**config.mk**
```make
export PLATFORM = sky130hd
export DESIGN_NAME = rv_regfile
export DESIGN_NICKNAME = d
export VERILOG_FILES = /design/src/hdl/rv_isa_pkg.sv /design/src/hdl/rv_regfile.sv
export SDC_FILE = /design/constraint.sdc
export NUM_CORES = 2
export LEC_CHECK = 0
export BUFFER_PORTS_ARGS = -buffer_cell sky130_fd_sc_hd__buf_4
export CAP_MARGIN = 10
export CORE_ASPECT_RATIO = 0.8
export CORE_MARGIN = 1.5
export CORE_UTILIZATION = 60
export DETAILED_ROUTE_END_ITERATION = 8
export PLACE_DENSITY = 0.8
export SKIP_CTS_REPAIR_TIMING = 1
export SLEW_MARGIN = 20
export SYNTH_ARGS = -nofsm -noshare
export SYNTH_HDL_FRONTEND = slang
export SYNTH_SLANG_ARGS = --single-unit
```
**constraint.sdc**
```tcl
create_clock -name clk -period 3.7 [get_ports clk]
set_clock_uncertainty 0.1 [all_clocks]
set_input_delay 0.74 -clock clk [delete_from_list [all_inputs] [get_ports clk]]
set_output_delay 0.74 -clock clk [all_outputs]
set_load 0.01 [all_outputs]
```
**src/hdl/rv_isa_pkg.sv**
```systemverilog
package rv_isa_pkg;

    localparam int XLEN = 64;                   // One register word

    typedef logic [XLEN-1:0] xlen_t;
    typedef logic [31:0]     word_t;            // Low half seen by the W ops
    typedef logic [31:0]     instr_t;
    typedef logic [4:0]      reg_idx_t;
    typedef logic [5:0]      shamt_t;           // RV64 shifts take 6 bits

    // Major opcodes, instr[6:0]
    typedef enum logic [6:0] {
        OPC_LUI       = 7'b0110111,
        OPC_AUIPC     = 7'b0010111,
        OPC_JAL       = 7'b1101111,
        OPC_JALR      = 7'b1100111,
        OPC_BRANCH    = 7'b1100011,
        OPC_LOAD      = 7'b0000011,
        OPC_STORE     = 7'b0100011,
        OPC_OP_IMM    = 7'b0010011,
        OPC_OP_IMM_32 = 7'b0011011,
        OPC_OP        = 7'b0110011,
        OPC_OP_32     = 7'b0111011
    } opcode_e;

    typedef enum logic [3:0] {
        ALU_ADD, ALU_SUB, ALU_XOR, ALU_OR, ALU_AND,
        ALU_SLL, ALU_SRL, ALU_SRA, ALU_SLT, ALU_SLTU,
        ALU_PASS_B                              // LUI
    } alu_op_e;

    // Branch condition is funct3 as is
    typedef enum logic [2:0] {
        BR_EQ  = 3'b000,
        BR_NE  = 3'b001,
        BR_LT  = 3'b100,
        BR_GE  = 3'b101,
        BR_LTU = 3'b110,
        BR_GEU = 3'b111
    } branch_e;

    localparam instr_t NOP_INSTR = 32'h0000_0013;   // addi x0, x0, 0

    typedef struct packed {
        reg_idx_t    rs1;
        reg_idx_t    rs2;
        reg_idx_t    rd;
        xlen_t       imm;
        alu_op_e     alu_op;
        logic        word;      // 32-bit op, result sign-extended
        logic        imm_b;     // Operand B is the immediate
        logic        pc_a;      // Operand A is the exec PC
        logic        jump;
        logic        jalr;
        logic        branch;
        logic        load;
        logic        store;
        logic [2:0]  funct3;
        logic        wb_en;
    } decoded_t;

endpackage

```
**src/hdl/rv_regfile.sv**
```systemverilog
module rv_regfile (
    input  logic                 clk,
    input  logic                 reset,
    input  rv_isa_pkg::reg_idx_t rs1_i,
    input  rv_isa_pkg::reg_idx_t rs2_i,
    output rv_isa_pkg::xlen_t    rs1_data_o,
    output rv_isa_pkg::xlen_t    rs2_data_o,
    input  logic                 we_i,
    input  rv_isa_pkg::reg_idx_t rd_i,
    input  rv_isa_pkg::xlen_t    rd_data_i
);
    rv_isa_pkg::xlen_t regs [32];

    // Async read
    assign rs1_data_o = regs[rs1_i];
    assign rs2_data_o = regs[rs2_i];

    always_ff @(posedge clk or negedge reset) begin
        if (!reset) begin
            for (int i = 0; i < 32; i++) begin
                regs[i] <= '0;
            end
        end else if (we_i && rd_i != '0) begin     // x0 writes dropped
            regs[rd_i] <= rd_data_i;
        end
    end

    // x0 reads zero whatever the core tries to write
    a_x0_zero: assert property (@(posedge clk) disable iff (!reset)
        regs[0] == '0);

endmodule

```
Word-level counts from Yosys, hierarchy flattened
Index checks and enable logic that the tools add are counted.
{"block": "classes", "n_reduce_logical": 3, "order_cmp": 4, "mux": 9, "bitwise": 3}
{"operator": "bitwise mux 2048 bit", "count": 1}
{"operator": "binary-select mux 64 bit (select 5 bit)", "count": 2}
{"operator": "demux 64 bit (select 5 bit)", "count": 1}
{"operator": "2-to-1 mux 64 bit", "count": 5}
{"operator": "greater-or-equal comparator 6 bit, second input constant", "count": 3}
{"operator": "NOT 5 -> 6 bit", "count": 3}
{"operator": "less-than comparator 6 x 1 -> 1 bit, second input constant", "count": 1}
{"operator": "nonzero test 5 bit", "count": 1}
{"operator": "logical AND 1 bit", "count": 2}
{"block": "word_totals", "input_bits": 82, "regBits": 2048, "wordCells": 51, "out_inout_bits": 128}

Logic depth before layout (Yosys ltp)
{"block": "logic_depth", "ltp_word": 6, "mapped_depth": 9, "ltp_nobuf": 4}

Worst setup path before layout
OpenSTA, ideal clock, no wires.
{"block": "synth_timing", "path_type": "in2out", "start": "input rs2_i[1]", "end": "output rs2_data_o[24]", "required_time_ns": 2.860, "arrival_time_ns": 2.633, "setup_slack_ns": 0.227, "n_path_buf": 3, "cell_stages": 6, "path_cell_list": "buf_2 -> buf_2 -> clkbuf_1 -> mux4_2 -> mux4_2 -> mux2_2"}
{"block": "synth_via", "elab_chain_len": 4}
{"item": "start, declared", "line_no": "rv_regfile.sv:5", "source": "input rv_isa_pkg::reg_idx_t rs2_i,"}
{"item": "NOT 5 -> 6 bit (not written as such)", "line_no": "rv_regfile.sv:16", "source": "assign rs2_data_o = regs[rs2_i];"}
{"item": "binary-select mux 64 bit (select 5 bit)", "line_no": "rv_regfile.sv:16"}
{"item": "2-to-1 mux 64 bit (not written as such) (2 in series)", "line_no": "rv_regfile.sv:16"}
{"item": "end, declared", "line_no": "rv_regfile.sv:7", "source": "output rv_isa_pkg::xlen_t rs2_data_o,"}
Every way passes these cells. The select of a mux whose other input is x is not followed.

Worst setup path in the final report
{"block": "layout_timing", "start": "input rs1_i[0]", "end": "output rs1_data_o[61]"}
{"block": "layout_via", "elab_chain_len": 4}
{"item": "start, declared", "line_no": "rv_regfile.sv:4", "source": "input rv_isa_pkg::reg_idx_t rs1_i,"}
{"item": "NOT 5 -> 6 bit (not written as such)", "line_no": "rv_regfile.sv:15", "source": "assign rs1_data_o = regs[rs1_i];"}
{"item": "binary-select mux 64 bit (select 5 bit)", "line_no": "rv_regfile.sv:15"}
{"item": "2-to-1 mux 64 bit (not written as such) (2 in series)", "line_no": "rv_regfile.sv:15"}
{"item": "end, declared", "line_no": "rv_regfile.sv:6", "source": "output rv_isa_pkg::xlen_t rs1_data_o,"}
Every way passes these cells. The select of a mux whose other input is x is not followed.

==> summary.txt <==
Max-cap violation count: 0
Num ports: 210
Initial antenna violation count: 17
Total power: 65800 uW
Primary FF master, synth: dfrtp_1
CP Data Arrival Time: 2900 ps
Worst setup EP type: output pin
Largest net degree at the start of global routing: 150
CP Launch Type: input pin
Lkg Pwr: 0.0531 uW
Clk Tree Root Cell: clkbuf_16
Sequential Power Share: 45.6%
Status: complete, but fails checks
First DRT Iteration DRCs: 7698
Nets: 6635
Failing checks: negative setup slack
Clock Latency Late Sink: 850 ps
CTS buffer count: 197
Register area share after synthesis: 47.6%
Post-route setup TNS: -52.5 ps
Number of flip-flops under the largest register name: 2048
Post-Syn Nets: 6563
Total track usage: 34.9%
CTS tree: yes
Syn Inst Count: 6481
Placed cells: 8686
Unique masters post-synth: 32
Via-to-Cell Ratio: 7.24
Final Cycle Share: 101%
Area grow syn2layout: 13.5%
Final Non-Filler Cells: 9109
Hpwl dp: 181000 um
Final worst slack: -40.1 ps
WL/cell: 34.9 um
Share of post-route cells with drive strength above 1: 64.6%
GPL Wtd Cong: 0.839
Yosys warns: 0
Register bit total from synthesis: 2048
Core ar.: 178000 sq um
Die ar.: 182000 sq um
# setup viols final: 5
RSZ-0062 raised after global routing: true
CTS sink cnt: 2048
Die H: 382 um
Gate power share: 21.7%
Switch share: 26.8%
Clk buf depth: 3
Worst-case headroom to the max-slew limit: 33.2%
Initial Utilization: 60.7%
Site row count: 138
Post-route cell area: 122000 sq um
First-pass GRT wire length: 468000 um
Post-DP Area: 114000 sq um
Switching power: 17700 uW
Worst slew pin tran: 1000 ps
H-tree levels: 4
Sequential Area: 51200 sq um
Worst Setup Path Type: input pin to output pin
Worst hold margin: 269 ps
Worst R2R Setup Slack: 2760 ps
Post-synthesis instance area: 108000 sq um
Syn avg cell area: 16.6 sq um
Post-route ant nets: 0
Fmax: 267 MHz
Min Tclk post-route: 3740 ps
Biggest register: regs
PortBufs: 209
Hold Vio Cnt, Final: 0
Crit Path Max Fanout: 5
Min-Delay Path Class: input pin to flip-flop
Post-synth EDFFs: 0
Vias in the first global route: 68800
Async set-reset flop share out of synthesis: 100%
PwrDens: 538 nW/um^2
Maximum VDD drop: 486 uV
Layout fillers: 11400
Multi-input gate area: 53500 sq um
Internal power: 48200 uW
Worst Path Required: 2860 ps
Clock transition at the registers of the reported paths: 70 ps
Max-slew violations: 0
Regs by FF count: regs: 2048 flops
Vias post-DR: 66000
Total gr overflow: 0
Die W: 477 um
# DRC: 0
DR pass1 iterations: 5
Clock power share: 32.7%
Drt total wl: 318000 um
power by group through the flow:
stage | clock network, uW | logic [uW] | registers, uW
2_1_floorplan | 0 | 10500 | 28900
3_3_place_gp | 0 | 13600 | 29700
3_5_place_dp | 0 | 14100 | 30100
4_1_cts | 21700 | 14200 | 29800
5_1_grt | 22600 | 15100 | 30400
6_report | 21500 | 14300 | 30000
placed cells by master (no fill, tap or decap), types with 21 or more instances in the layout:
cell       count
mux2_2      2140
dfrtp_1     2048
mux4_2      1160
buf_4        430
clkbuf_16    221
buf_12       152
mux2i_1      151
clkbuf_8      52
o22ai_1       48
clkinv_2      36
a221oi_1      35
clkbuf_1      28
buf_16        21
routing by layer:
metal,GRT usage [%],vias up,part of all wire (%)
met5,0,-,0.015
met2,55.7,3580,48
met3,7.03,779,8.8
met4,14.7,8,4.7
li1,-,25500,-
met1,47.2,36100,38
per-stage QoR:
stage          worst slack, ps  utilization, %
2_1_floorplan              227               -
3_3_place_gp              -105            64.4
3_5_place_dp              -121            64.4
4_1_cts                   -133            68.3
5_1_grt                  -41.7            68.9
6_report                 -40.1            68.9
worst max-delay path, stage by stage:
cell       delay (ps)
clkbuf_16         180
clkbuf_16         190
buf_4             160
mux4_2            330
mux2_2            140
o22ai_1           100
a221oi_1          790
buf_4             260
final timing paths:
path | start | to | cells after the start
max in group asynchronous | reset | regs[1717] | 4
worst max-delay path | rs1_i[0] | rs1_data_o[61] | 8
worst min register to register | regs[2021] | regs[2021] | 0
worst max register to register | regs[896] | regs[896] | 1
worst min-delay path | rd_data_i[40] | regs[1832] | 2
min in group asynchronous | reset | regs[959] | 2
Yosys cell counts (all sizes together) (2+ instances only):
cell type,instances,area share (%)
a21boi,2,0.014
nand2b,4,0.023
nor2,20,0.079
nor3b,4,0.028
mux2i,151,1.4
o22a,9,0.073
nor2b,14,0.081
a221o,8,0.074
nand3,2,0.0093
o22ai,48,0.28
mux4,1160,24
a221oi,40,0.33
clkbuf,529,1.8
a211oi,4,0.028
or2,4,0.023
a21o,2,0.014
and2,2,0.012
mux2,2149,22
dfrtp,2048,48
a21oi,2,0.0093
buf,242,1.2
o21ai,11,0.051
nand3b,4,0.028
nand2,18,0.063
final cells by class:
type / count / share of cell area [%]
repair buffers: 644 / 6.19
diodes: 12 / 0.0246
clock inverters: 81 / 0.817
clock buffers: 282 / 4.83
multi-input cells: 3662 / 43.8
flip-flops and latches: 2048 / 41.9
well taps: 2380 / 2.44
logic make-up after synthesis:
kind of cell    after synthesis  synth area share (%)
compound gates              126                 0.868
buf+inv                     771                  3.03
flops                      2048                  47.6
mux                        3460                  48.1
simple gates                 76                 0.373
Power figures use the tool's default switching activity.
