[config.mk]
export PLATFORM = sky130hd
export DESIGN_NAME = rv_exec_ctrl
export DESIGN_NICKNAME = d
export VERILOG_FILES = /design/src/hdl/rv_isa_pkg.sv /design/src/hdl/rv_bus_pkg.sv /design/src/hdl/rv_exec_ctrl.sv
export SDC_FILE = /design/constraint.sdc
export NUM_CORES = 1
export LEC_CHECK = 0
export BUFFER_PORTS_ARGS = -buffer_cell sky130_fd_sc_hd__buf_2
export CAP_MARGIN = 25
export CORE_AREA = 2 2 268 270
export CTS_CLUSTER_SIZE = 28
export DETAILED_ROUTE_END_ITERATION = 7
export DIE_AREA = 0 0 270 272
export PLACE_DENSITY = 0.55
export SKIP_LAST_GASP = 1
export SLEW_MARGIN = 10
export SYNTH_ARGS = -nofsm -noshare
export SYNTH_HDL_FRONTEND = slang
export SYNTH_SLANG_ARGS = --single-unit
[constraint.sdc]
create_clock -name clk -period 4.4 [get_ports clk]
set_input_delay 0.44 -clock clk [delete_from_list [all_inputs] [get_ports clk]]
set_output_delay 0.44 -clock clk [all_outputs]
set_load 0.005 [all_outputs]
[src/hdl/rv_isa_pkg.sv]
package rv_isa_pkg;

    localparam int XLEN = 64;                   // One register word

    typedef logic [XLEN-1:0] xlen_t;
    typedef logic [31:0]     word_t;            // Low half seen by the W ops
    typedef logic [31:0]     instr_t;
    typedef logic [4:0]      reg_idx_t;
    typedef logic [5:0]      shamt_t;           // RV64 shifts take 6 bits

    // Major opcodes, instr[6:0]
    typedef enum logic [6:0] {
        OPC_LUI       = 7'b0110111,
        OPC_AUIPC     = 7'b0010111,
        OPC_JAL       = 7'b1101111,
        OPC_JALR      = 7'b1100111,
        OPC_BRANCH    = 7'b1100011,
        OPC_LOAD      = 7'b0000011,
        OPC_STORE     = 7'b0100011,
        OPC_OP_IMM    = 7'b0010011,
        OPC_OP_IMM_32 = 7'b0011011,
        OPC_OP        = 7'b0110011,
        OPC_OP_32     = 7'b0111011
    } opcode_e;

    typedef enum logic [3:0] {
        ALU_ADD, ALU_SUB, ALU_XOR, ALU_OR, ALU_AND,
        ALU_SLL, ALU_SRL, ALU_SRA, ALU_SLT, ALU_SLTU,
        ALU_PASS_B                              // LUI
    } alu_op_e;

    // Branch condition is funct3 as is
    typedef enum logic [2:0] {
        BR_EQ  = 3'b000,
        BR_NE  = 3'b001,
        BR_LT  = 3'b100,
        BR_GE  = 3'b101,
        BR_LTU = 3'b110,
        BR_GEU = 3'b111
    } branch_e;

    localparam instr_t NOP_INSTR = 32'h0000_0013;   // addi x0, x0, 0

    typedef struct packed {
        reg_idx_t    rs1;
        reg_idx_t    rs2;
        reg_idx_t    rd;
        xlen_t       imm;
        alu_op_e     alu_op;
        logic        word;      // 32-bit op, result sign-extended
        logic        imm_b;     // Operand B is the immediate
        logic        pc_a;      // Operand A is the exec PC
        logic        jump;
        logic        jalr;
        logic        branch;
        logic        load;
        logic        store;
        logic [2:0]  funct3;
        logic        wb_en;
    } decoded_t;

endpackage

[src/hdl/rv_bus_pkg.sv]
package rv_bus_pkg;

    typedef logic [63:0] addr_t;

    // Load/store funct3, also the access size on the bus
    typedef enum logic [2:0] {
        LS_B  = 3'b000,
        LS_H  = 3'b001,
        LS_W  = 3'b010,
        LS_D  = 3'b011,
        LS_BU = 3'b100,
        LS_HU = 3'b101,
        LS_WU = 3'b110
    } ls_size_e;

    typedef struct packed {
        addr_t             addr;
        rv_isa_pkg::xlen_t wdata;   // Right-justified, zero above size
        logic              rd;      // One-cycle read strobe
        logic              wr;      // One-cycle write strobe
        ls_size_e          size;
    } bus_req_t;

    localparam addr_t RAM_BASE = 64'h8000_0000;     // Reset PC

endpackage

[src/hdl/rv_exec_ctrl.sv]
module rv_exec_ctrl (
    input  logic                 clk,
    input  logic                 reset,
    input  rv_isa_pkg::instr_t   instr_i,
    output rv_bus_pkg::addr_t    pc_o,
    output rv_isa_pkg::instr_t   ir_o,
    input  rv_isa_pkg::decoded_t dec_i,
    input  rv_isa_pkg::xlen_t    rs1_data_i,
    input  rv_isa_pkg::xlen_t    rs2_data_i,
    input  rv_isa_pkg::xlen_t    alu_result_i,
    input  logic                 taken_i,
    output logic                 we_o,
    output rv_isa_pkg::reg_idx_t rd_o,
    output rv_isa_pkg::xlen_t    rd_data_o,
    output rv_bus_pkg::bus_req_t bus_req_o,
    input  logic                 rd_done_i,
    input  logic                 wr_done_i,
    input  rv_isa_pkg::xlen_t    rd_data_i
);
    typedef enum logic {
        IDLE,                           // Executing from ir_q
        WAIT                            // Bus access outstanding
    } mem_state_e;

    mem_state_e           state_q;
    rv_bus_pkg::addr_t    pc_q;         // Address being fetched
    rv_bus_pkg::addr_t    exec_pc;
    rv_bus_pkg::addr_t    next_pc;
    rv_isa_pkg::instr_t   ir_q;
    rv_bus_pkg::bus_req_t bus_req_q;
    rv_isa_pkg::reg_idx_t ld_rd_q;      // Load target, ir_q moves on during WAIT
    rv_isa_pkg::xlen_t    st_data;
    rv_isa_pkg::xlen_t    ld_data;
    logic                 bubble_q;
    logic                 exec_valid;
    logic                 redirect;

    assign pc_o       = pc_q;
    assign ir_o       = ir_q;
    assign bus_req_o  = bus_req_q;
    assign exec_pc    = pc_q - 64'd4;
    assign exec_valid = !bubble_q && (state_q == IDLE);
    assign redirect   = dec_i.jump || dec_i.jalr || (dec_i.branch && taken_i);

    always_comb begin
        if (dec_i.jalr) begin
            next_pc = (rs1_data_i + dec_i.imm) & ~64'd1;
        end else if (dec_i.jump) begin
            next_pc = alu_result_i;     // exec_pc + J imm
        end else begin
            next_pc = exec_pc + dec_i.imm;
        end
    end

    // Store data truncated to size
    always_comb begin
        case (dec_i.funct3[1:0])
            2'd0:    st_data = {56'd0, rs2_data_i[7:0]};
            2'd1:    st_data = {48'd0, rs2_data_i[15:0]};
            2'd2:    st_data = {32'd0, rs2_data_i[31:0]};
            default: st_data = rs2_data_i;
        endcase
    end

    // Sign or zero extend by the size still on the bus
    always_comb begin
        case (bus_req_q.size)
            rv_bus_pkg::LS_B:  ld_data = {{56{rd_data_i[7]}}, rd_data_i[7:0]};
            rv_bus_pkg::LS_H:  ld_data = {{48{rd_data_i[15]}}, rd_data_i[15:0]};
            rv_bus_pkg::LS_W:  ld_data = {{32{rd_data_i[31]}}, rd_data_i[31:0]};
            rv_bus_pkg::LS_BU: ld_data = {56'd0, rd_data_i[7:0]};
            rv_bus_pkg::LS_HU: ld_data = {48'd0, rd_data_i[15:0]};
            rv_bus_pkg::LS_WU: ld_data = {32'd0, rd_data_i[31:0]};
            default:           ld_data = rd_data_i;
        endcase
    end

    always_ff @(posedge clk or negedge reset) begin
        if (!reset) begin
            ir_q <= rv_isa_pkg::NOP_INSTR;
        end else begin
            ir_q <= instr_i;
        end
    end

    always_ff @(posedge clk) begin
        if (exec_valid && dec_i.load) begin
            ld_rd_q <= dec_i.rd;
        end
    end

    always_ff @(posedge clk or negedge reset) begin
        if (!reset) begin
            pc_q      <= rv_bus_pkg::RAM_BASE;
            bubble_q  <= 1'b0;
            state_q   <= IDLE;
            bus_req_q <= '0;
        end else begin
            bus_req_q.rd <= 1'b0;       // Strobes last one cycle
            bus_req_q.wr <= 1'b0;
            if (state_q == WAIT) begin
                bubble_q <= 1'b1;       // PC held, one more kill after done
                if (rd_done_i || wr_done_i) begin
                    state_q <= IDLE;
                end
            end else if (bubble_q) begin
                bubble_q <= 1'b0;
                pc_q     <= pc_q + 64'd4;
            end else if (dec_i.load || dec_i.store) begin
                bus_req_q.addr  <= alu_result_i;    // rs1 + imm
                bus_req_q.wdata <= st_data;
                bus_req_q.rd    <= dec_i.load;
                bus_req_q.wr    <= dec_i.store;
                bus_req_q.size  <= rv_bus_pkg::ls_size_e'(dec_i.funct3);
                bubble_q        <= 1'b1;
                state_q         <= WAIT;
            end else if (redirect) begin
                pc_q     <= next_pc;
                bubble_q <= 1'b1;       // Kill the wrong-path fetch
            end else begin
                pc_q <= pc_q + 64'd4;
            end
        end
    end

    // Only writer of the register file
    always_comb begin
        we_o      = 1'b0;
        rd_o      = dec_i.rd;
        rd_data_o = alu_result_i;
        if (state_q == WAIT) begin
            we_o      = rd_done_i;      // Load retires on done
            rd_o      = ld_rd_q;
            rd_data_o = ld_data;
        end else if (exec_valid && dec_i.wb_en && !dec_i.load) begin
            we_o = 1'b1;
            if (dec_i.jump || dec_i.jalr) begin
                rd_data_o = pc_q;       // Link = exec_pc + 4
            end
        end
    end

    a_strobe_excl: assert property (@(posedge clk) disable iff (!reset)
        !(bus_req_q.rd && bus_req_q.wr));

    // One access outstanding at a time
    a_no_strobe_in_wait: assert property (@(posedge clk) disable iff (!reset)
        state_q == WAIT |=> !(bus_req_q.rd || bus_req_q.wr));

    a_pc_hold: assert property (@(posedge clk) disable iff (!reset)
        state_q == WAIT |-> $stable(pc_q));

endmodule

# [Word-level counts from Yosys, hierarchy flattened]
# Cells that the tools add are included.
[word_totals] reg_bits=236
[classes] n_addsub=4 n_eq_ne=8 n_mux=24 n_bitwise=2 reduce_logical=15
[op_table] op="$mux 64" n=8
[op_table] op="$pmux 64 s6" n=1
[op_table] op="$pmux 64 s3" n=1
[op_table] op="$add 64x64->64" n=2
[op_table] op="$add 64x3->64 const B" n=1
[op_table] op="$sub 64x3->64 const B" n=1
[op_table] op="$mux 5" n=4
[op_table] op="$mux 1" n=10
[op_table] op="$eq 3x3->1 const B" n=3
[op_table] op="$logic_and 1x1->1" n=5
[op_table] op="$logic_or 1x1->1" n=4
[op_table] op="$eq 3x1->1 const B" n=1
[op_table] op="$eq 3x2->1 const B" n=1
[op_table] op="$logic_not 3->1" n=1
[op_table] op="$reduce_and 3->1" n=1
[op_table] op="$eq 2x1->1 const B" n=1
[op_table] op="$eq 2x2->1 const B" n=1
[op_table] op="$logic_not 1->1" n=2
[op_table] op="$logic_not 2->1" n=1
[op_table] op="$ne 2x2->1 const B" n=1
[op_table] op="$not 1->1" n=2
[op_table] op="$reduce_and 2->1" n=1

# [Depth between registers and ports, before layout]
[logic_depth] ltp_word=7 mapped_depth=16 ltp_nobuf=14

# [Worst setup path after synthesis]
# Ideal clock, no wire load.
[synth_timing] path_type="register to register" startpoint="register pc_q[18], in the netlist pc_o[18]" endpoint="register pc_q[59], in the netlist pc_o[59]" setup_time_ns=0.134 arrival_ns=3.307 slack_ns=0.959 stages_incl_launch_ff=16 path_buffers=1 cell_sequence="dfrtp_1 buf_2 inv_1 ha_1 inv_1 ha_1 a21o_1 a31oi_1 nor2_1 o31ai_1 o22ai_1 or4_1 a211o_1 xor2_1 a221oi_1 a211oi_1"
[synth_between] elab_chain_cells=7
[synth_lines] element="start, declared" line_no="rv_exec_ctrl.sv:26" text="rv_bus_pkg::addr_t pc_q;"
[synth_lines] element="start signal, assigned" line_no="rv_exec_ctrl.sv:94" text="pc_q <= rv_bus_pkg::RAM_BASE;"
[synth_lines] element="start signal, assigned" line_no="rv_exec_ctrl.sv:108" text="pc_q <= pc_q + 64'd4;"
[synth_lines] element="start signal, assigned" line_no="rv_exec_ctrl.sv:118" text="pc_q <= next_pc;"
[synth_lines] element="$sub 64x3->64" line_no="rv_exec_ctrl.sv:41" text="assign exec_pc = pc_q - 64'd4;"
[synth_lines] element="$add 64x64->64" line_no="rv_exec_ctrl.sv:51" text="next_pc = exec_pc + dec_i.imm;"
[synth_lines] element="$mux 64" line_no="rv_exec_ctrl.sv:48" text="end else if (dec_i.jump) begin"
[synth_lines] element="$mux 64" line_no="rv_exec_ctrl.sv:46" text="if (dec_i.jalr) begin"
[synth_lines] element="$mux 64" line_no="rv_exec_ctrl.sv:117" text="end else if (redirect) begin"
[synth_lines] element="$mux 64" line_no="rv_exec_ctrl.sv:109" text="end else if (dec_i.load || dec_i.store) begin"
[synth_lines] element="$mux 64 (*)" line_no="rv_exec_ctrl.sv:106" text="end else if (bubble_q) begin"
# Every way passes the cells marked *; elsewhere a longest branch is shown, timed or not. The select of a mux whose other input is x is not followed.
# A chain may end at the register's enable or synchronous reset.

# [Worst setup path after layout]
[layout_timing] startpoint="register pc_q[4], in the netlist pc_o[4]" endpoint="register pc_q[62], in the netlist pc_o[62]"
# The elaborated chain is that of the path after synthesis.

==> reports/results.tsv <==
stage	metric	value	unit
sta	Fmax	0.245	GHz
drt	drt total wl	108	mm
placed_design	Buffers on Ports	669	
worst_setup_path	CP required	4840	ps
sta	slew margin rel.	39.2	%
drt	DRT Pass-1 Iters	8	
clock_network	CTS tree	done	
clock_network	CTS Buf Count	26	
sta	slew at the pin closest to its max-slew limit	902	ps
logic_synthesis	Synth Flop Type	dfrtp_1	
logic_synthesis	flops & latches, synth	236	
cells_and_area	# fillers	7412	
logic_synthesis	EDFF count, synth	5	
worst_setup_path	slowest stage delay, CP	460	ps
worst_setup_path	Worst Path Buf+Inv	2	
sta	Final Cycle Share	92.8	%
clock_network	CTS Sinks	236	
placed_design	Post-Place Worst Slack	258	ps
logic_synthesis	Mapped Nets	3444	
die	core area	70800	sq um
die	# IOs	687	
worst_setup_path	Worst setup EP type	flop	
global_route	initial antenna violation count	29	
global_route	GR Overflow Total	0	
sta	post-layout minimum cycle time	4080	ps
sta	Slew Limit Fails	0	
global_route	met2 Use GR	42.2	%
placed_design	gpl congestion	0.970	
logic_synthesis	syn avg cell area	7.62	sq um
worst_setup_path	critical-path cell list	inv_1 > ha_1 > inv_1 > ha_1 > o211ai_1 > o21ai_0 > a21oi_1 > o211ai_1 > a31oi_1 > a31oi_1 > nor4b_2 > o21ai_0 > o31a_1	
power	PwrDens	698	nW/um^2
global_route	GR Layer Usage met1	39.8	%
die	Starting Density	30.9	%
drt	routed len/inst	23.9	um
job	Max-Cap Viols	0	
worst_setup_path	Top delay family on crit path	compound AO/OA/AOI/OAI gates	
clock_network	H-tree depth	1	
clock_network	postcts setup bufs	0	
cells_and_area	share of layout cells above drive strength 1	26.3	%
worst_setup_path	Crit Path Category	reg -> reg	
drt	Via density	5.48	
worst_setup_path	Critical Path AT	4520	ps
drt	DRC viols	0	
clock_network	Worst-Skew Late Latency	560	ps
sta	final hold vios	0	
worst_setup_path	critical path fanouts, max	7	
power	worst vdd ir	297	uV
logic_synthesis	Synth warnings	0	
drt	Initial DRC Count	2909	
drt	DR vias	24760	
global_route	global-route wire length before repair	154	mm
placed_design	detailed placement HPWL	89.4	mm
sta	Finish-stage setup viols	0	
clock_network	clk slew on worst S/H paths	70	ps
global_route	global routing's busiest layer	met2	
cells_and_area	most common cell after layout, fill and taps aside	buf_2	
logic_synthesis	Mapped Area	21800	sq um
worst_setup_path	CP Launch Type	flop	
cells_and_area	area delta synth->final	27.8	%
drt	Final ANT Viol Nets	0	
hold_path	Tightest Hold Check Type	in -> reg	
global_route	vias in the first global route	22681	
logic_synthesis	synthesized netlist cell count	2866	
power	Pleak	13.4	nW
cells_and_area	layout net count	4115	
cells_and_area	area of the multi-input gates	14200	sq um
die	Die ar.	73400	sq um
sta	RSZ-0062 raised after global routing	false	
logic_synthesis	Yosys cell types	80	
global_route	all-layer global routing usage	27.8	%
clock_network	clock tree buffer depth	3	
sta	Final TNS setup	0	ps
logic_synthesis	Seq/Total Area, Yosys	27.2	%
status	status	completed	
cells_and_area	most frequent cells in the layout	buf_2 (668), nand2_1 (376), inv_1 (278)	
clock_network	root buf cell	clkbuf_16	
global_route	met3 usage	4.38	%
die	Rows	98	
sta	final worst setup slack	318	ps
global_route	largest net degree at the start of global routing	107	
cells_and_area	register area	5940	sq um
die	Die Span X	270	um
sta	Clock Skew	13.8	ps
die	Die Span Y	272	um
logic_synthesis	Async S/R FF share, synth	97.9	%
worst_setup_path	Crit-path slowest cell	dfrtp_1	
==> routing by layer <==
metal / wire [um] / up-vias
li1: - / 11596
met1: 49400 / 11758
met2: 46300 / 1172
met3: 7990 / 232
met4: 4240 / 2
met5: 12 / -
==> through the flow <==
step                      instances  power (mW)  cell area [sq um]  hold slack [ps]  util, %
after global routing           4514        20.8              27900             66.1     39.4
final                          4517        19.5              27900             78.7     39.4
after global placement         4426        16.8              26600              456     37.6
after CTS                      4507        19.2              27900             51.1     39.4
after detailed placement       4426        16.8              26600              464     37.6
after floorplan                2866        11.5              21800              144        -
==> worst reg2reg max path, stage by stage (launching register included) <==
cell,delay [ps]
dfrtp_1,460
inv_1,150
ha_1,300
inv_1,40
ha_1,350
o211ai_1,110
o21ai_0,410
a21oi_1,230
o211ai_1,440
a31oi_1,310
a31oi_1,340
nor4b_2,380
o21ai_0,150
o31a_1,290
==> layout make-up <==
| cell class | count | share of cell area, % |
|---|---|---|
| sequential | 236 | 21.3 |
| antenna | 10 | 0.0897 |
| clock inverter | 13 | 0.578 |
| tap | 950 | 4.26 |
| clock buffer | 35 | 2.71 |
| multi-input combinational | 2186 | 51.1 |
| inverter | 280 | 3.77 |
| timing repair buffer | 807 | 16.3 |
==> synthesized netlist by cell type (46+ instances only) <==
master,count,share of area [%]
a21o_1,54,1.9
nand3_1,56,1.3
and2_1,62,1.8
o21ai_0,233,5.3
nor3_1,46,1.1
inv_1,278,4.8
nor2_1,156,2.7
clkbuf_1,136,2.3
dfrtp_1,227,26
a31oi_1,65,1.9
mux2_2,82,4.2
a211oi_1,91,3.1
nand4_1,54,1.5
xnor2_1,68,2.7
nand2_1,376,6.5
a21oi_1,263,6.0
ha_1,188,11
==> flip-flops by register name, indices dropped and copies added (netlist names) <==
register	flops
bus_req_o	133
pc_o	64
ir_o	32
ld_rd_q	5
bubble_q	1
state_q	1
==> repair_timing <==
item,4_1_cts,5_1_grt
hold buffers,33,0
hold endpoints to repair,93,0
setup endpoints to repair,0,1
resized for setup,0,1
==> path summary, 6_finish.rpt <==
path,from,end,slack [ps],cells past startpoint
worst min-delay path,dec_i[83],ld_rd_q[3],80,1
worst min register to register,bus_req_o[17],bus_req_o[17],480,2
max in group asynchronous,reset,pc_o[31],2900,3
worst max-delay path,pc_o[4],pc_o[62],320,13
min in group asynchronous,reset,bus_req_o[54],520,2
worst max register to register,pc_o[4],pc_o[62],320,13
==> cells by family after synthesis <==
logic type / Yosys count / synth area share (%)
compound gates: 911 / 25.9
simple gates: 874 / 18.7
xor+xnor: 111 / 4.45
flops: 236 / 27.2
buf+inv: 444 / 7.71
fa+ha+maj: 190 / 11.0
mux: 100 / 5.05
==> power by group <==
group          internal, mW  switching [mW]
logic                  5.09            8.17
clock network          1.39           0.988
registers              3.09           0.745
total                  9.56            9.91
Note: power is estimated with default switching activity, not from simulation.
