--- src/hdl/rv_isa_pkg.sv ---
package rv_isa_pkg;

    localparam int XLEN = 64;                   // One register word

    typedef logic [XLEN-1:0] xlen_t;
    typedef logic [31:0]     word_t;            // Low half seen by the W ops
    typedef logic [31:0]     instr_t;
    typedef logic [4:0]      reg_idx_t;
    typedef logic [5:0]      shamt_t;           // RV64 shifts take 6 bits

    // Major opcodes, instr[6:0]
    typedef enum logic [6:0] {
        OPC_LUI       = 7'b0110111,
        OPC_AUIPC     = 7'b0010111,
        OPC_JAL       = 7'b1101111,
        OPC_JALR      = 7'b1100111,
        OPC_BRANCH    = 7'b1100011,
        OPC_LOAD      = 7'b0000011,
        OPC_STORE     = 7'b0100011,
        OPC_OP_IMM    = 7'b0010011,
        OPC_OP_IMM_32 = 7'b0011011,
        OPC_OP        = 7'b0110011,
        OPC_OP_32     = 7'b0111011
    } opcode_e;

    typedef enum logic [3:0] {
        ALU_ADD, ALU_SUB, ALU_XOR, ALU_OR, ALU_AND,
        ALU_SLL, ALU_SRL, ALU_SRA, ALU_SLT, ALU_SLTU,
        ALU_PASS_B                              // LUI
    } alu_op_e;

    // Branch condition is funct3 as is
    typedef enum logic [2:0] {
        BR_EQ  = 3'b000,
        BR_NE  = 3'b001,
        BR_LT  = 3'b100,
        BR_GE  = 3'b101,
        BR_LTU = 3'b110,
        BR_GEU = 3'b111
    } branch_e;

    localparam instr_t NOP_INSTR = 32'h0000_0013;   // addi x0, x0, 0

    typedef struct packed {
        reg_idx_t    rs1;
        reg_idx_t    rs2;
        reg_idx_t    rd;
        xlen_t       imm;
        alu_op_e     alu_op;
        logic        word;      // 32-bit op, result sign-extended
        logic        imm_b;     // Operand B is the immediate
        logic        pc_a;      // Operand A is the exec PC
        logic        jump;
        logic        jalr;
        logic        branch;
        logic        load;
        logic        store;
        logic [2:0]  funct3;
        logic        wb_en;
    } decoded_t;

endpackage

--- src/hdl/rv_decoder.sv ---
module rv_decoder (
    input  rv_isa_pkg::instr_t   instr_i,
    output rv_isa_pkg::decoded_t dec_o
);
    rv_isa_pkg::opcode_e opcode;
    rv_isa_pkg::xlen_t   imm_i;
    rv_isa_pkg::xlen_t   imm_s;
    rv_isa_pkg::xlen_t   imm_b;
    rv_isa_pkg::xlen_t   imm_u;
    rv_isa_pkg::xlen_t   imm_j;

    // funct3 to ALU op, alt is funct7 bit 5 where it counts
    function automatic rv_isa_pkg::alu_op_e arith_op(input logic [2:0] f3, input logic alt);
        rv_isa_pkg::alu_op_e op;
        case (f3)
            3'b000:  op = alt ? rv_isa_pkg::ALU_SUB : rv_isa_pkg::ALU_ADD;
            3'b001:  op = rv_isa_pkg::ALU_SLL;
            3'b010:  op = rv_isa_pkg::ALU_SLT;
            3'b011:  op = rv_isa_pkg::ALU_SLTU;
            3'b100:  op = rv_isa_pkg::ALU_XOR;
            3'b101:  op = alt ? rv_isa_pkg::ALU_SRA : rv_isa_pkg::ALU_SRL;
            3'b110:  op = rv_isa_pkg::ALU_OR;
            default: op = rv_isa_pkg::ALU_AND;
        endcase
        return op;
    endfunction

    assign opcode = rv_isa_pkg::opcode_e'(instr_i[6:0]);
    assign imm_i  = {{52{instr_i[31]}}, instr_i[31:20]};
    assign imm_s  = {{52{instr_i[31]}}, instr_i[31:25], instr_i[11:7]};
    assign imm_b  = {{52{instr_i[31]}}, instr_i[7], instr_i[30:25], instr_i[11:8], 1'b0};
    assign imm_u  = {{32{instr_i[31]}}, instr_i[31:12], 12'd0};
    assign imm_j  = {{44{instr_i[31]}}, instr_i[19:12], instr_i[20], instr_i[30:21], 1'b0};

    always_comb begin
        dec_o        = '0;              // Unknown opcode does nothing
        dec_o.rs1    = instr_i[19:15];
        dec_o.rs2    = instr_i[24:20];
        dec_o.rd     = instr_i[11:7];
        dec_o.funct3 = instr_i[14:12];
        dec_o.imm    = imm_i;
        dec_o.alu_op = rv_isa_pkg::ALU_ADD;
        case (opcode)
            rv_isa_pkg::OPC_LUI: begin
                {dec_o.imm, dec_o.alu_op} = {imm_u, rv_isa_pkg::ALU_PASS_B};
                {dec_o.imm_b, dec_o.wb_en} = 2'b11;
            end
            rv_isa_pkg::OPC_AUIPC: begin
                dec_o.imm = imm_u;
                {dec_o.pc_a, dec_o.imm_b, dec_o.wb_en} = 3'b111;
            end
            rv_isa_pkg::OPC_JAL: begin
                dec_o.imm = imm_j;      // ALU forms the target
                {dec_o.pc_a, dec_o.imm_b, dec_o.jump, dec_o.wb_en} = 4'b1111;
            end
            rv_isa_pkg::OPC_JALR:   {dec_o.imm_b, dec_o.jalr, dec_o.wb_en} = 3'b111;
            rv_isa_pkg::OPC_BRANCH: begin
                dec_o.imm    = imm_b;   // rs1 vs rs2 in the ALU
                dec_o.branch = 1'b1;
            end
            rv_isa_pkg::OPC_LOAD:   {dec_o.imm_b, dec_o.load, dec_o.wb_en} = 3'b111;
            rv_isa_pkg::OPC_STORE: begin
                dec_o.imm = imm_s;
                {dec_o.imm_b, dec_o.store} = 2'b11;
            end
            rv_isa_pkg::OPC_OP_IMM, rv_isa_pkg::OPC_OP_IMM_32: begin
                // Only srai uses bit 30, addi must not become sub
                dec_o.alu_op = arith_op(instr_i[14:12], instr_i[30] && instr_i[14:12] == 3'b101);
                dec_o.word   = (opcode == rv_isa_pkg::OPC_OP_IMM_32);
                {dec_o.imm_b, dec_o.wb_en} = 2'b11;
            end
            rv_isa_pkg::OPC_OP, rv_isa_pkg::OPC_OP_32: begin
                dec_o.alu_op = arith_op(instr_i[14:12], instr_i[30]);
                dec_o.word   = (opcode == rv_isa_pkg::OPC_OP_32);
                dec_o.wb_en  = 1'b1;
            end
            default: ;
        endcase
    end

endmodule

--- config.mk ---
export PLATFORM = sky130hd
export DESIGN_NAME = rv_decoder
export DESIGN_NICKNAME = d
export VERILOG_FILES = /design/src/hdl/rv_isa_pkg.sv /design/src/hdl/rv_decoder.sv
export SDC_FILE = /design/constraint.sdc
export NUM_CORES = 1
export LEC_CHECK = 0
export CORE_AREA = 2 2 49 51
export DETAILED_ROUTE_END_ITERATION = 7
export DIE_AREA = 0 0 51 53
export DONT_BUFFER_PORTS = 1
export SLEW_MARGIN = 20
export SYNTH_ARGS = -nofsm -noshare
export SYNTH_HDL_FRONTEND = slang
export SYNTH_SLANG_ARGS = --single-unit
--- constraint.sdc ---
create_clock -name vclk -period 4.3
set_clock_uncertainty 0.2 [all_clocks]
set_input_delay 0.86 -clock vclk [all_inputs]
set_output_delay 0.86 -clock vclk [all_outputs]
set_load 0.02 [all_outputs]
# Yosys cells after proc, flatten, opt, wreduce, memory -nomap -nowiden
# Cells that the tools add are included.
[word_totals]
register_bits = 0
latchBits = 0
ramBits = 0
rom_bits = 0
inputBits = 32
out_inout_bits = 95
word_cells = 42
mem_count = 0
[op_classes]
addsub = 0
multipliers = 0
n_div = 0
order_cmp = 0
eq_ne = 17
shift = 0
mux = 17
bitwise = 0
reduce_logical = 8
[op_table]
columns = ["op", "n"]
rows = [
  ["case mux 31 bit (4 select lines)", 1],
  ["case mux 4 bit (7 select lines)", 2],
  ["equality test 7 x 6 -> 1 bit (second input constant)", 4],
  ["equality test 7 x 5 -> 1 bit (second input constant)", 3],
  ["equality test 7 bit (second input constant)", 3],
  ["two-way mux 1 bit", 12],
  ["case mux 4 bit (3 select lines)", 1],
  ["equality test 3 bit (second input constant)", 3],
  ["OR reduction 9 bit", 1],
  ["OR reduction 2 bit", 4],
  ["OR reduction 8 bit", 1],
  ["equality test 7 x 2 -> 1 bit (second input constant)", 1],
  ["equality test 3 x 2 -> 1 bit (second input constant)", 2],
  ["equality test 3 x 1 -> 1 bit (second input constant)", 1],
  ["logical NOT 3 bit", 1],
  ["case mux 1 bit (2 select lines)", 1],
  ["logical AND 1 bit", 1],
]

# Logic depth before layout (Yosys ltp)
# Gate-level depths: netlist of run 1.
[logic_depth]
depth_word = 5
mapped_depth = 5
depth_no_buf = 3

# Worst setup path after synthesis of run 1
# OpenSTA, ideal clock, no wires.
[synth_timing]
path_kind = "input-to-output"
from = "in instr_i[5]"
to = "out dec_o[27] (netlist name)"
arrival_time_ns = 2.319
t_required_ns = 3.240
slack_ns = 0.921
cell_stages = 5
path_buffers = 2
cell_sequence = "buf_6 > and2b_2 > and2_0 > clkbuf_1 > o311ai_0"
[synth_lines]
columns = ["element", "line", "source"]
rows = [
  ["start, declared", "rv_decoder.sv:2", "input rv_isa_pkg::instr_t instr_i,"],
  ["end, declared", "rv_decoder.sv:3", "output rv_isa_pkg::decoded_t dec_o"],
]

==> flow_metrics.py, run 1 <==
metrics = {
    "logic_synthesis": {
        "synth_xor_area_share_pct": 0,
        "yosys.area.top_type_share_pct": 38.2,
        "synth_area_leaders": "buf_4 (38%), mux2_2 (8.8%), a21o_1 (7.3%)",
        "synth_area_per_cell_um2": 7.63,
        "synth_top_family_by_area": "buffers and inverters",
        "yosysWarnings": 0,
        "muxShareOfSynthArea_pct": 10.8,
        "synthAdderAreaFrac_pct": 0,
        "yosys.area.top_type": "buf_4",
        "ys_types": 38,
        "syn-num-nets": 166,
        "synth_area_um2": 1020,
        "syn_inst": 134,
        "yosys.area_share.simple_pct": 22.6,
        "synth-compound-area-share_pct": 21.8,
        "ys_seq_area_share_pct": 0,
    },
    "layout": {
        "fin_area_um2": 644,
        "seq_area_um2": 0,
        "nFlopsAndLatches": 0,
        "final_layout_size_suffix_gt1_share_pct": 19.5,
        "n_antenna_cell": 0,
        "final_nets": 116,
        "clkbuf_count": 0,
        "area_growth_syn_to_layout_pct": -37.0,
    },
    "detailed_routing": {
        "viasPerCell": 6.39,
        "dr.pass1.iters": 4,
        "drc": 0,
        "avgRoutedWirePerCell_um": 18.7,
        "drt_iter0_markers": 6,
        "vias": 703,
        "routed_wl_um": 2050,
        "ant_nets": 0,
    },
    "setup_path": {
        "cp-startpoint": "instr_i[3]",
        "worstSetupPathType": "in -> out",
        "cp.arrival_ns": 2.20,
        "crit_family": "simple AND/OR/NAND/NOR gates",
        "path_depth": 3,
        "cpPeakStageDelay_ns": 0.58,
        "cpMaxStageDelayCell": "nor2_1",
        "worstPathMaxFanout": 12,
        "critPathLaunchType": "input port",
        "crit_required_ns": 3.24,
        "path_cells": "or3b_4 > nor2_1 > a32o_1",
        "path_buf_inv": 0,
        "crit_end": "dec_o[15]",
        "endpoint_kind": "primary output",
    },
    "floorplanning": {
        "core.rowCount": 17,
        "die_area_um2": 2700,
        "die_h_um": 53,
        "core_um2": 2150,
        "die_w_um": 51,
        "pin_count": 127,
        "start_util_pct": 47.6,
    },
    "placed_design": {
        "portBuffers": 0,
        "gp_congestion": 0.695,
        "dp_hpwl_um": 1660,
        "placed_area_um2": 644,
    },
    "timing": {
        "rsz0062_at_grt": "no",
        "holdWs_ns": 1.52,
        "setup_viol": 0,
        "hold_viol": 0,
        "min_period_ns": 3.26,
        "maxSlewViolCount": 0,
        "worstMarginPinSlew_ns": 0.751,
        "min_period_over_period_pct": 75.9,
        "fin_setup_tns_ns": 0,
        "fmax_mhz": 306,
        "maxSlewHeadroom_pct": 49.6,
    },
    "grt": {
        "grt_pass1_wl_um": 2820,
        "grt_overflow": 0,
        "antenna_found_initial": 0,
        "track_usage_pct": 13.3,
        "grt_max_degree": 44,
        "grt_pass1_vias": 601,
    },
    "min_path": {
        "min_path_type": "in -> out",
    },
    "clocking": {
        "post_cts_buffers": 0,
        "cts_resized": 0,
        "ctsHoldBuffers": 0,
    },
    "status": {
        "outcome": "complete, no violations",
    },
    "power": {
        "intPower_uw": 19.6,
        "pwr-share-seq_pct": 0,
        "swShare_pct": 67.4,
        "power_frac_comb_pct": 100.0,
        "power.switching_uw": 40.4,
        "ir_drop_v": 0.0000414,
        "power.total_uw": 60.0,
        "power_leakage_nw": 0.279,
        "clock_power_share_pct": 0,
        "p_per_area_nw_per_um2": 93.0,
    },
    "flow_run": {
        "maxCapViolCount": 0,
    },
}
-- cells by family after synthesis --
group	Yosys count
multiplexers	10
buffers and inverters	60
AO/OA/AOI/OAI	29
AND/OR/NAND/NOR	35
-- synth_stat cells --
cell       instances
and2_1             7
and2_0             1
or3b_4             1
a21oi_1            3
nand3b_1           1
and3_1             3
o31ai_1            1
nor2_1             2
and2b_2            1
a22oi_1            1
and4bb_2           1
or3_1              1
or4_1              1
a21boi_0           1
and3b_1            1
nor4b_1            3
bufbuf_16          1
a32o_1             2
buf_6              1
a21o_1            10
inv_1              4
buf_2              1
mux2i_1            2
nor2b_1            3
nand2_1            4
clkbuf_1           1
buf_4             52
a22o_1             4
nand3_1            2
nand4_1            1
o22ai_1            1
o21ai_0            3
nand4b_1           1
nor3b_1            1
o311ai_0           1
mux2_2             8
a311oi_1           1
a21oi_4            1
-- power by group through the flow --
stage / Combinational [mW] / Clock, mW / Sequential, mW
finish: 0.0600 / 0 / 0
global route: 0.0642 / 0 / 0
CTS: 0.0605 / 0 / 0
detailed placement: 0.0603 / 0 / 0
global placement: 0.0603 / 0 / 0
floorplan: 0.131 / 0 / 0
-- layout make-up --
class              instances  area [µm²]
multi-input cells         74         564
inverters                  4        15.0
well taps                 28        35.0
fillers                  246        1500
repair buffers             4        30.0
-- through the flow --
stage               setup slack [ns]  utilization (%)  instances
floorplan                      0.921                -        134
global placement                1.06             30.0        110
detailed placement              1.01             30.0        110
CTS                             1.01             30.0        110
global route                   0.947             30.0        110
finish                          1.04             30.0        110
-- metal layers --
| layer | part of all wire [%] | vias to the layer above | track usage [%] |
|---|---|---|---|
| met4 | 0 | 0 | 0.901 |
| met5 | 0 | - | 0 |
| met3 | 9.3 | 0 | 1.41 |
| met2 | 53 | 44 | 27.5 |
| met1 | 37 | 341 | 14.8 |
| li1 | - | 318 | - |
-- cells in the final DEF (no fill, tap or decap) --
cell and instances:
o31ai_1 1, inv_1 4, and2_1 7, mux2i_1 2, a21oi_1 3, a311oi_1 1
nor3b_1 1, a22oi_1 1, o21ai_0 3, mux2_2 8, and4bb_2 1, and2b_2 1
nand3_1 2, o311ai_0 1, o22ai_1 1, nand3b_1 1, nand2_1 4, or3_1 1
a22o_1 4, a21boi_0 1, and3b_1 1, and2_0 1, buf_4 4, nor4b_1 3
and3_1 3, or3b_4 1, a32o_1 2, a21o_1 10, nor2b_1 3, or4_1 1
nand4_1 1, nand4b_1 1, nor2_1 2, a21oi_4 1
-- worst min path at each step --
stage	startpoint	end	slack [ns]	cells after the start
2_1_floorplan	instr_i[4]	dec_o[5]	1.61	1
3_3_place_gp	instr_i[16]	dec_o[91]	1.52	0
3_5_place_dp	instr_i[20]	dec_o[85]	1.52	0
4_1_cts	instr_i[20]	dec_o[85]	1.52	0
5_1_grt	instr_i[18]	dec_o[93]	1.52	0
6_report	instr_i[18]	dec_o[93]	1.52	0
Power figures use the tool's default switching activity.
==> run 2, diff against run 1 <==
- clock period: 4.3 -> 3.07 ns (I/O delays scaled with it)
==> flow_metrics.py, run 2 (same netlist as run 1, synthesis figures left out) <==
metrics = {
    "timing": {
        "holdWs_ns": 1.03,
        "hold_viol": 0,
        "min_period_ns": 2.59,
        "worstMarginPinSlew_ns": 0.722,
        "fmax_mhz": 386,
        "maxSlewViolCount": 0,
        "setup_viol": 0,
        "maxSlewHeadroom_pct": 51.8,
        "min_period_over_period_pct": 84.5,
        "rsz0062_at_grt": "no",
        "fin_setup_tns_ns": 0,
    },
    "floorplanning": {
        "start_util_pct": 47.6,
        "core.rowCount": 17,
        "pin_count": 127,
        "core_um2": 2150,
        "die_w_um": 51,
        "die_area_um2": 2700,
        "die_h_um": 53,
    },
    "grt": {
        "grt_pass1_vias": 662,
        "grt_pass1_wl_um": 2960,
        "grt_overflow": 0,
        "track_usage_pct": 13.7,
        "grt_max_degree": 44,
        "antenna_found_initial": 0,
    },
    "power": {
        "clock_power_share_pct": 0,
        "power_leakage_nw": 0.315,
        "p_per_area_nw_per_um2": 129,
        "swShare_pct": 65.1,
        "power.switching_uw": 58.4,
        "pwr-share-seq_pct": 0,
        "ir_drop_v": 0.0000641,
        "power_frac_comb_pct": 100.0,
        "intPower_uw": 31.3,
    },
    "flow_run": {
        "maxCapViolCount": 0,
    },
    "clocking": {
        "post_cts_buffers": 0,
        "cts_resized": 0,
        "ctsHoldBuffers": 0,
    },
    "status": {
        "outcome": "complete, no violations",
    },
    "layout": {
        "final_layout_size_suffix_gt1_share_pct": 25.8,
        "seq_area_um2": 0,
        "nFlopsAndLatches": 0,
        "final_cell_mix": "buf_4 (11), a21o_1 (10), mux2_2 (8)",
        "stdcell_count": 117,
        "n_antenna_cell": 0,
        "clkbuf_count": 0,
        "area_growth_syn_to_layout_pct": -31.8,
        "final_common_cell": "buf_4",
        "final_nets": 123,
        "fin_area_um2": 697,
        "fillCellCount": 244,
    },
    "detailed_routing": {
        "viasPerCell": 6.17,
        "vias": 722,
        "avgRoutedWirePerCell_um": 18.5,
        "drt_iter0_markers": 15,
        "dr.pass1.iters": 4,
        "ant_nets": 0,
        "routed_wl_um": 2170,
        "drc": 0,
    },
    "setup_path": {
        "endpoint_kind": "primary output",
        "crit_required_ns": 2.26,
        "worstPathMaxFanout": 10,
        "worstSetupPathType": "in -> out",
        "cp.arrival_ns": 1.78,
        "critPathLaunchType": "input port",
    },
    "placed_design": {
        "dp_hpwl_um": 1750,
        "gp_congestion": 0.791,
        "placed_area_um2": 697,
        "dp_cells": 117,
        "portBuffers": 0,
    },
    "min_path": {
        "min_path_type": "in -> out",
    },
}
run 2: changes by cell type in the layout (fill, tap and decap cells not counted), sizes merged:
cell and change:
buf +7
run 2: final timing paths:
path | startpoint | endpoint | slack [ns] | cells past startpoint
worst max-delay path | instr_i[3] | dec_o[28] | 0.48 | 3
worst min-delay path | instr_i[18] | dec_o[93] | 1.03 | 0
run 2: per-layer routing:
metal	vias to the layer above	wire length [µm]	track usage [%]
li1	333	-	-
met4	0	0	0.450
met1	342	792	15.8
met3	0	233	1.41
met5	-	0	0
met2	47	1140	27.9
run 2: area by class of cell:
| cell class | count | area [µm²] | area share, % |
|---|---|---|---|
| tap | 28 | 35.0 | 5.03 |
| timing repair buffer | 11 | 82.6 | 11.8 |
| inverter | 4 | 15.0 | 2.15 |
| multi-input combinational | 74 | 564 | 81.0 |
run 2: through the flow:
stage / utilization, % / setup WS, ns / power (mW)
3_5_place_dp: 32.4 / 0.464 / 0.0901
2_1_floorplan: - / 0.183 / 0.184
5_1_grt: 32.4 / 0.369 / 0.0953
3_3_place_gp: 32.4 / 0.490 / 0.0893
6_report: 32.4 / 0.476 / 0.0897
4_1_cts: 32.4 / 0.466 / 0.0903
run 2: critical path, cell delays in order:
cell and delay, ns:
or3b_4 0.41, a21oi_4 0.31, mux2_2 0.44
run 2: power groups by stage:
| stage | sequential (mW) | combinational [mW] | clock, mW |
|---|---|---|---|
| 2_1_floorplan | 0 | 0.184 | 0 |
| 3_3_place_gp | 0 | 0.0893 | 0 |
| 3_5_place_dp | 0 | 0.0901 | 0 |
| 4_1_cts | 0 | 0.0903 | 0 |
| 5_1_grt | 0 | 0.0953 | 0 |
| 6_report | 0 | 0.0897 | 0 |
==> run 3, diff against run 2 <==
- ABC_AREA: default -> 1
- PLACE_DENSITY: default -> 0.67
- clock period: 3.07 -> 2.3 ns (I/O delays scaled with it)
==> flow_metrics.py, run 3 <==
metrics = {
    "timing": {
        "holdWs_ns": 0.720,
        "fmax_mhz": 455,
        "min_period_ns": 2.20,
        "maxSlewHeadroom_pct": 72.1,
        "hold_viol": 0,
        "setup_viol": 0,
        "rsz0062_at_grt": "yes",
        "min_period_over_period_pct": 95.5,
        "fin_ws_ns": 0.104,
        "worstMarginPinSlew_ns": 0.416,
        "maxSlewViolCount": 0,
    },
    "grt": {
        "grt_max_degree": 37,
        "antenna_found_initial": 0,
        "grt_pass1_wl_um": 3590,
        "grt_overflow": 0,
        "track_usage_pct": 16.5,
        "grt_pass1_vias": 834,
    },
    "min_path": {
        "holdPathStages": 0,
        "min_path_type": "in -> out",
    },
    "layout": {
        "final_nets": 204,
        "final_cell_mix": "nand2_1 (65), inv_1 (23), nor2_1 (22)",
        "seq_area_um2": 0,
        "nFlopsAndLatches": 0,
        "stdcell_count": 198,
        "fin_area_um2": 815,
        "final_layout_size_suffix_gt1_share_pct": 15.3,
        "clkbuf_count": 0,
        "final_common_cell": "nand2_1",
        "area_growth_syn_to_layout_pct": -24.5,
        "fillCellCount": 252,
        "n_antenna_cell": 0,
    },
    "placed_design": {
        "dp_slack_ns": 0.123,
        "placed_area_um2": 815,
        "dp_hpwl_um": 2000,
        "gp_congestion": 0.821,
        "portBuffers": 0,
        "dp_cells": 198,
    },
    "detailed_routing": {
        "drt_iter0_markers": 31,
        "viasPerCell": 5.00,
        "ant_nets": 0,
        "avgRoutedWirePerCell_um": 12.3,
        "routed_wl_um": 2430,
        "drc": 0,
        "vias": 990,
        "dr.pass1.iters": 4,
    },
    "logic_synthesis": {
        "muxShareOfSynthArea_pct": 0,
        "synth-compound-area-share_pct": 5.57,
        "ys_seq_area_share_pct": 0,
        "synth_xor_area_share_pct": 0,
        "yosys.area.top_type": "buf_4",
        "yosysWarnings": 0,
        "ys_types": 19,
        "yosys.area_share.simple_pct": 47.2,
        "syn_inst": 210,
        "synth_area_um2": 1080,
        "syn-num-nets": 242,
        "synth_top_family_by_area": "simple AND/OR/NAND/NOR gates",
        "synth.most_common_cell": "nand2_1",
        "ys_top_cells_by_count": "nand2_1 (65), buf_4 (52), inv_1 (23), nor2_1 (22), nand3_1 (13)",
        "yosys.area.top_type_share_pct": 36.2,
        "synth_area_leaders": "buf_4 (36%), nand2_1 (23%), inv_1 (8.0%)",
        "synthAdderAreaFrac_pct": 0,
        "synth_area_per_cell_um2": 5.14,
    },
    "clocking": {
        "cts_resized": 0,
        "post_cts_buffers": 0,
        "ctsHoldBuffers": 0,
    },
    "status": {
        "outcome": "complete, no violations",
    },
    "power": {
        "p_per_area_nw_per_um2": 155,
        "ir_drop_v": 0.000117,
        "power_leakage_nw": 0.517,
        "power.total_uw": 126,
    },
    "setup_path": {
        "crit_top_cell": "nand2_1",
        "critPathLaunchType": "input port",
        "cpPeakStageDelay_ns": 0.31,
        "path_cells": "nand2_1 > inv_1 > nand3_2 > buf_4 > nand2_1 > o21ai_1",
        "cp.arrival_ns": 1.54,
        "endpoint_kind": "primary output",
        "worstPathMaxFanout": 13,
        "crit_required_ns": 1.64,
        "cpMaxStageDelayCell": "o21ai_1",
        "worstSetupPathType": "in -> out",
    },
    "floorplanning": {
        "die_area_um2": 2700,
        "die_h_um": 53,
        "pin_count": 127,
        "core.rowCount": 17,
        "die_w_um": 51,
        "start_util_pct": 50.2,
        "core_um2": 2150,
    },
    "flow_run": {
        "maxCapViolCount": 0,
    },
}
==> run 3: layout make-up <==
class	instances	area [µm²]	share of cell area, %
Tap cell	28	35.0	4.30
Multi-Input combinational cell	129	569	69.9
Inverter	26	97.6	12.0
Timing Repair Buffer	15	113	13.8
==> run 3: layer usage <==
layer / part of all wire (%) / vias up / GRT usage (%)
li1: - / 515 / -
met1: 43 / 423 / 22.1
met2: 46 / 50 / 29.0
met3: 11 / 2 / 2.54
met4: 0.41 / 0 / 0.901
met5: 0 / - / 0
==> run 3: stage by stage <==
step	util, %	TNS, ns
after floorplan	-	0
after global placement	37.9	0
after detailed placement	37.9	0
after CTS	37.9	0
after global routing	37.9	-0.0276
final	37.9	0
==> run 3: cell families (layout without fill, tap and decap cells) <==
family,Yosys count,count (layout)
compound gates,12,12
simple gates,117,117
buf+inv,81,41
==> run 3: worst paths after layout <==
kind                        from         to
worst max-delay path  instr_i[1]  dec_o[45]
worst min-delay path  instr_i[9]  dec_o[82]
==> run 3: worst max-delay path, delay by kind of cell <==
family	cells	cell delay, ns
AOI/OAI and AO/OA	1	0.31
and+or+nand+nor	3	0.47
buffers and inverters	2	0.29
==> run 3: power breakdown <==
part,total (mW),internal (mW),switching (mW)
sequential,0,0,0
clock,0,0,0
combinational,0.126,0.0320,0.0944
total,0.126,0.0320,0.0944
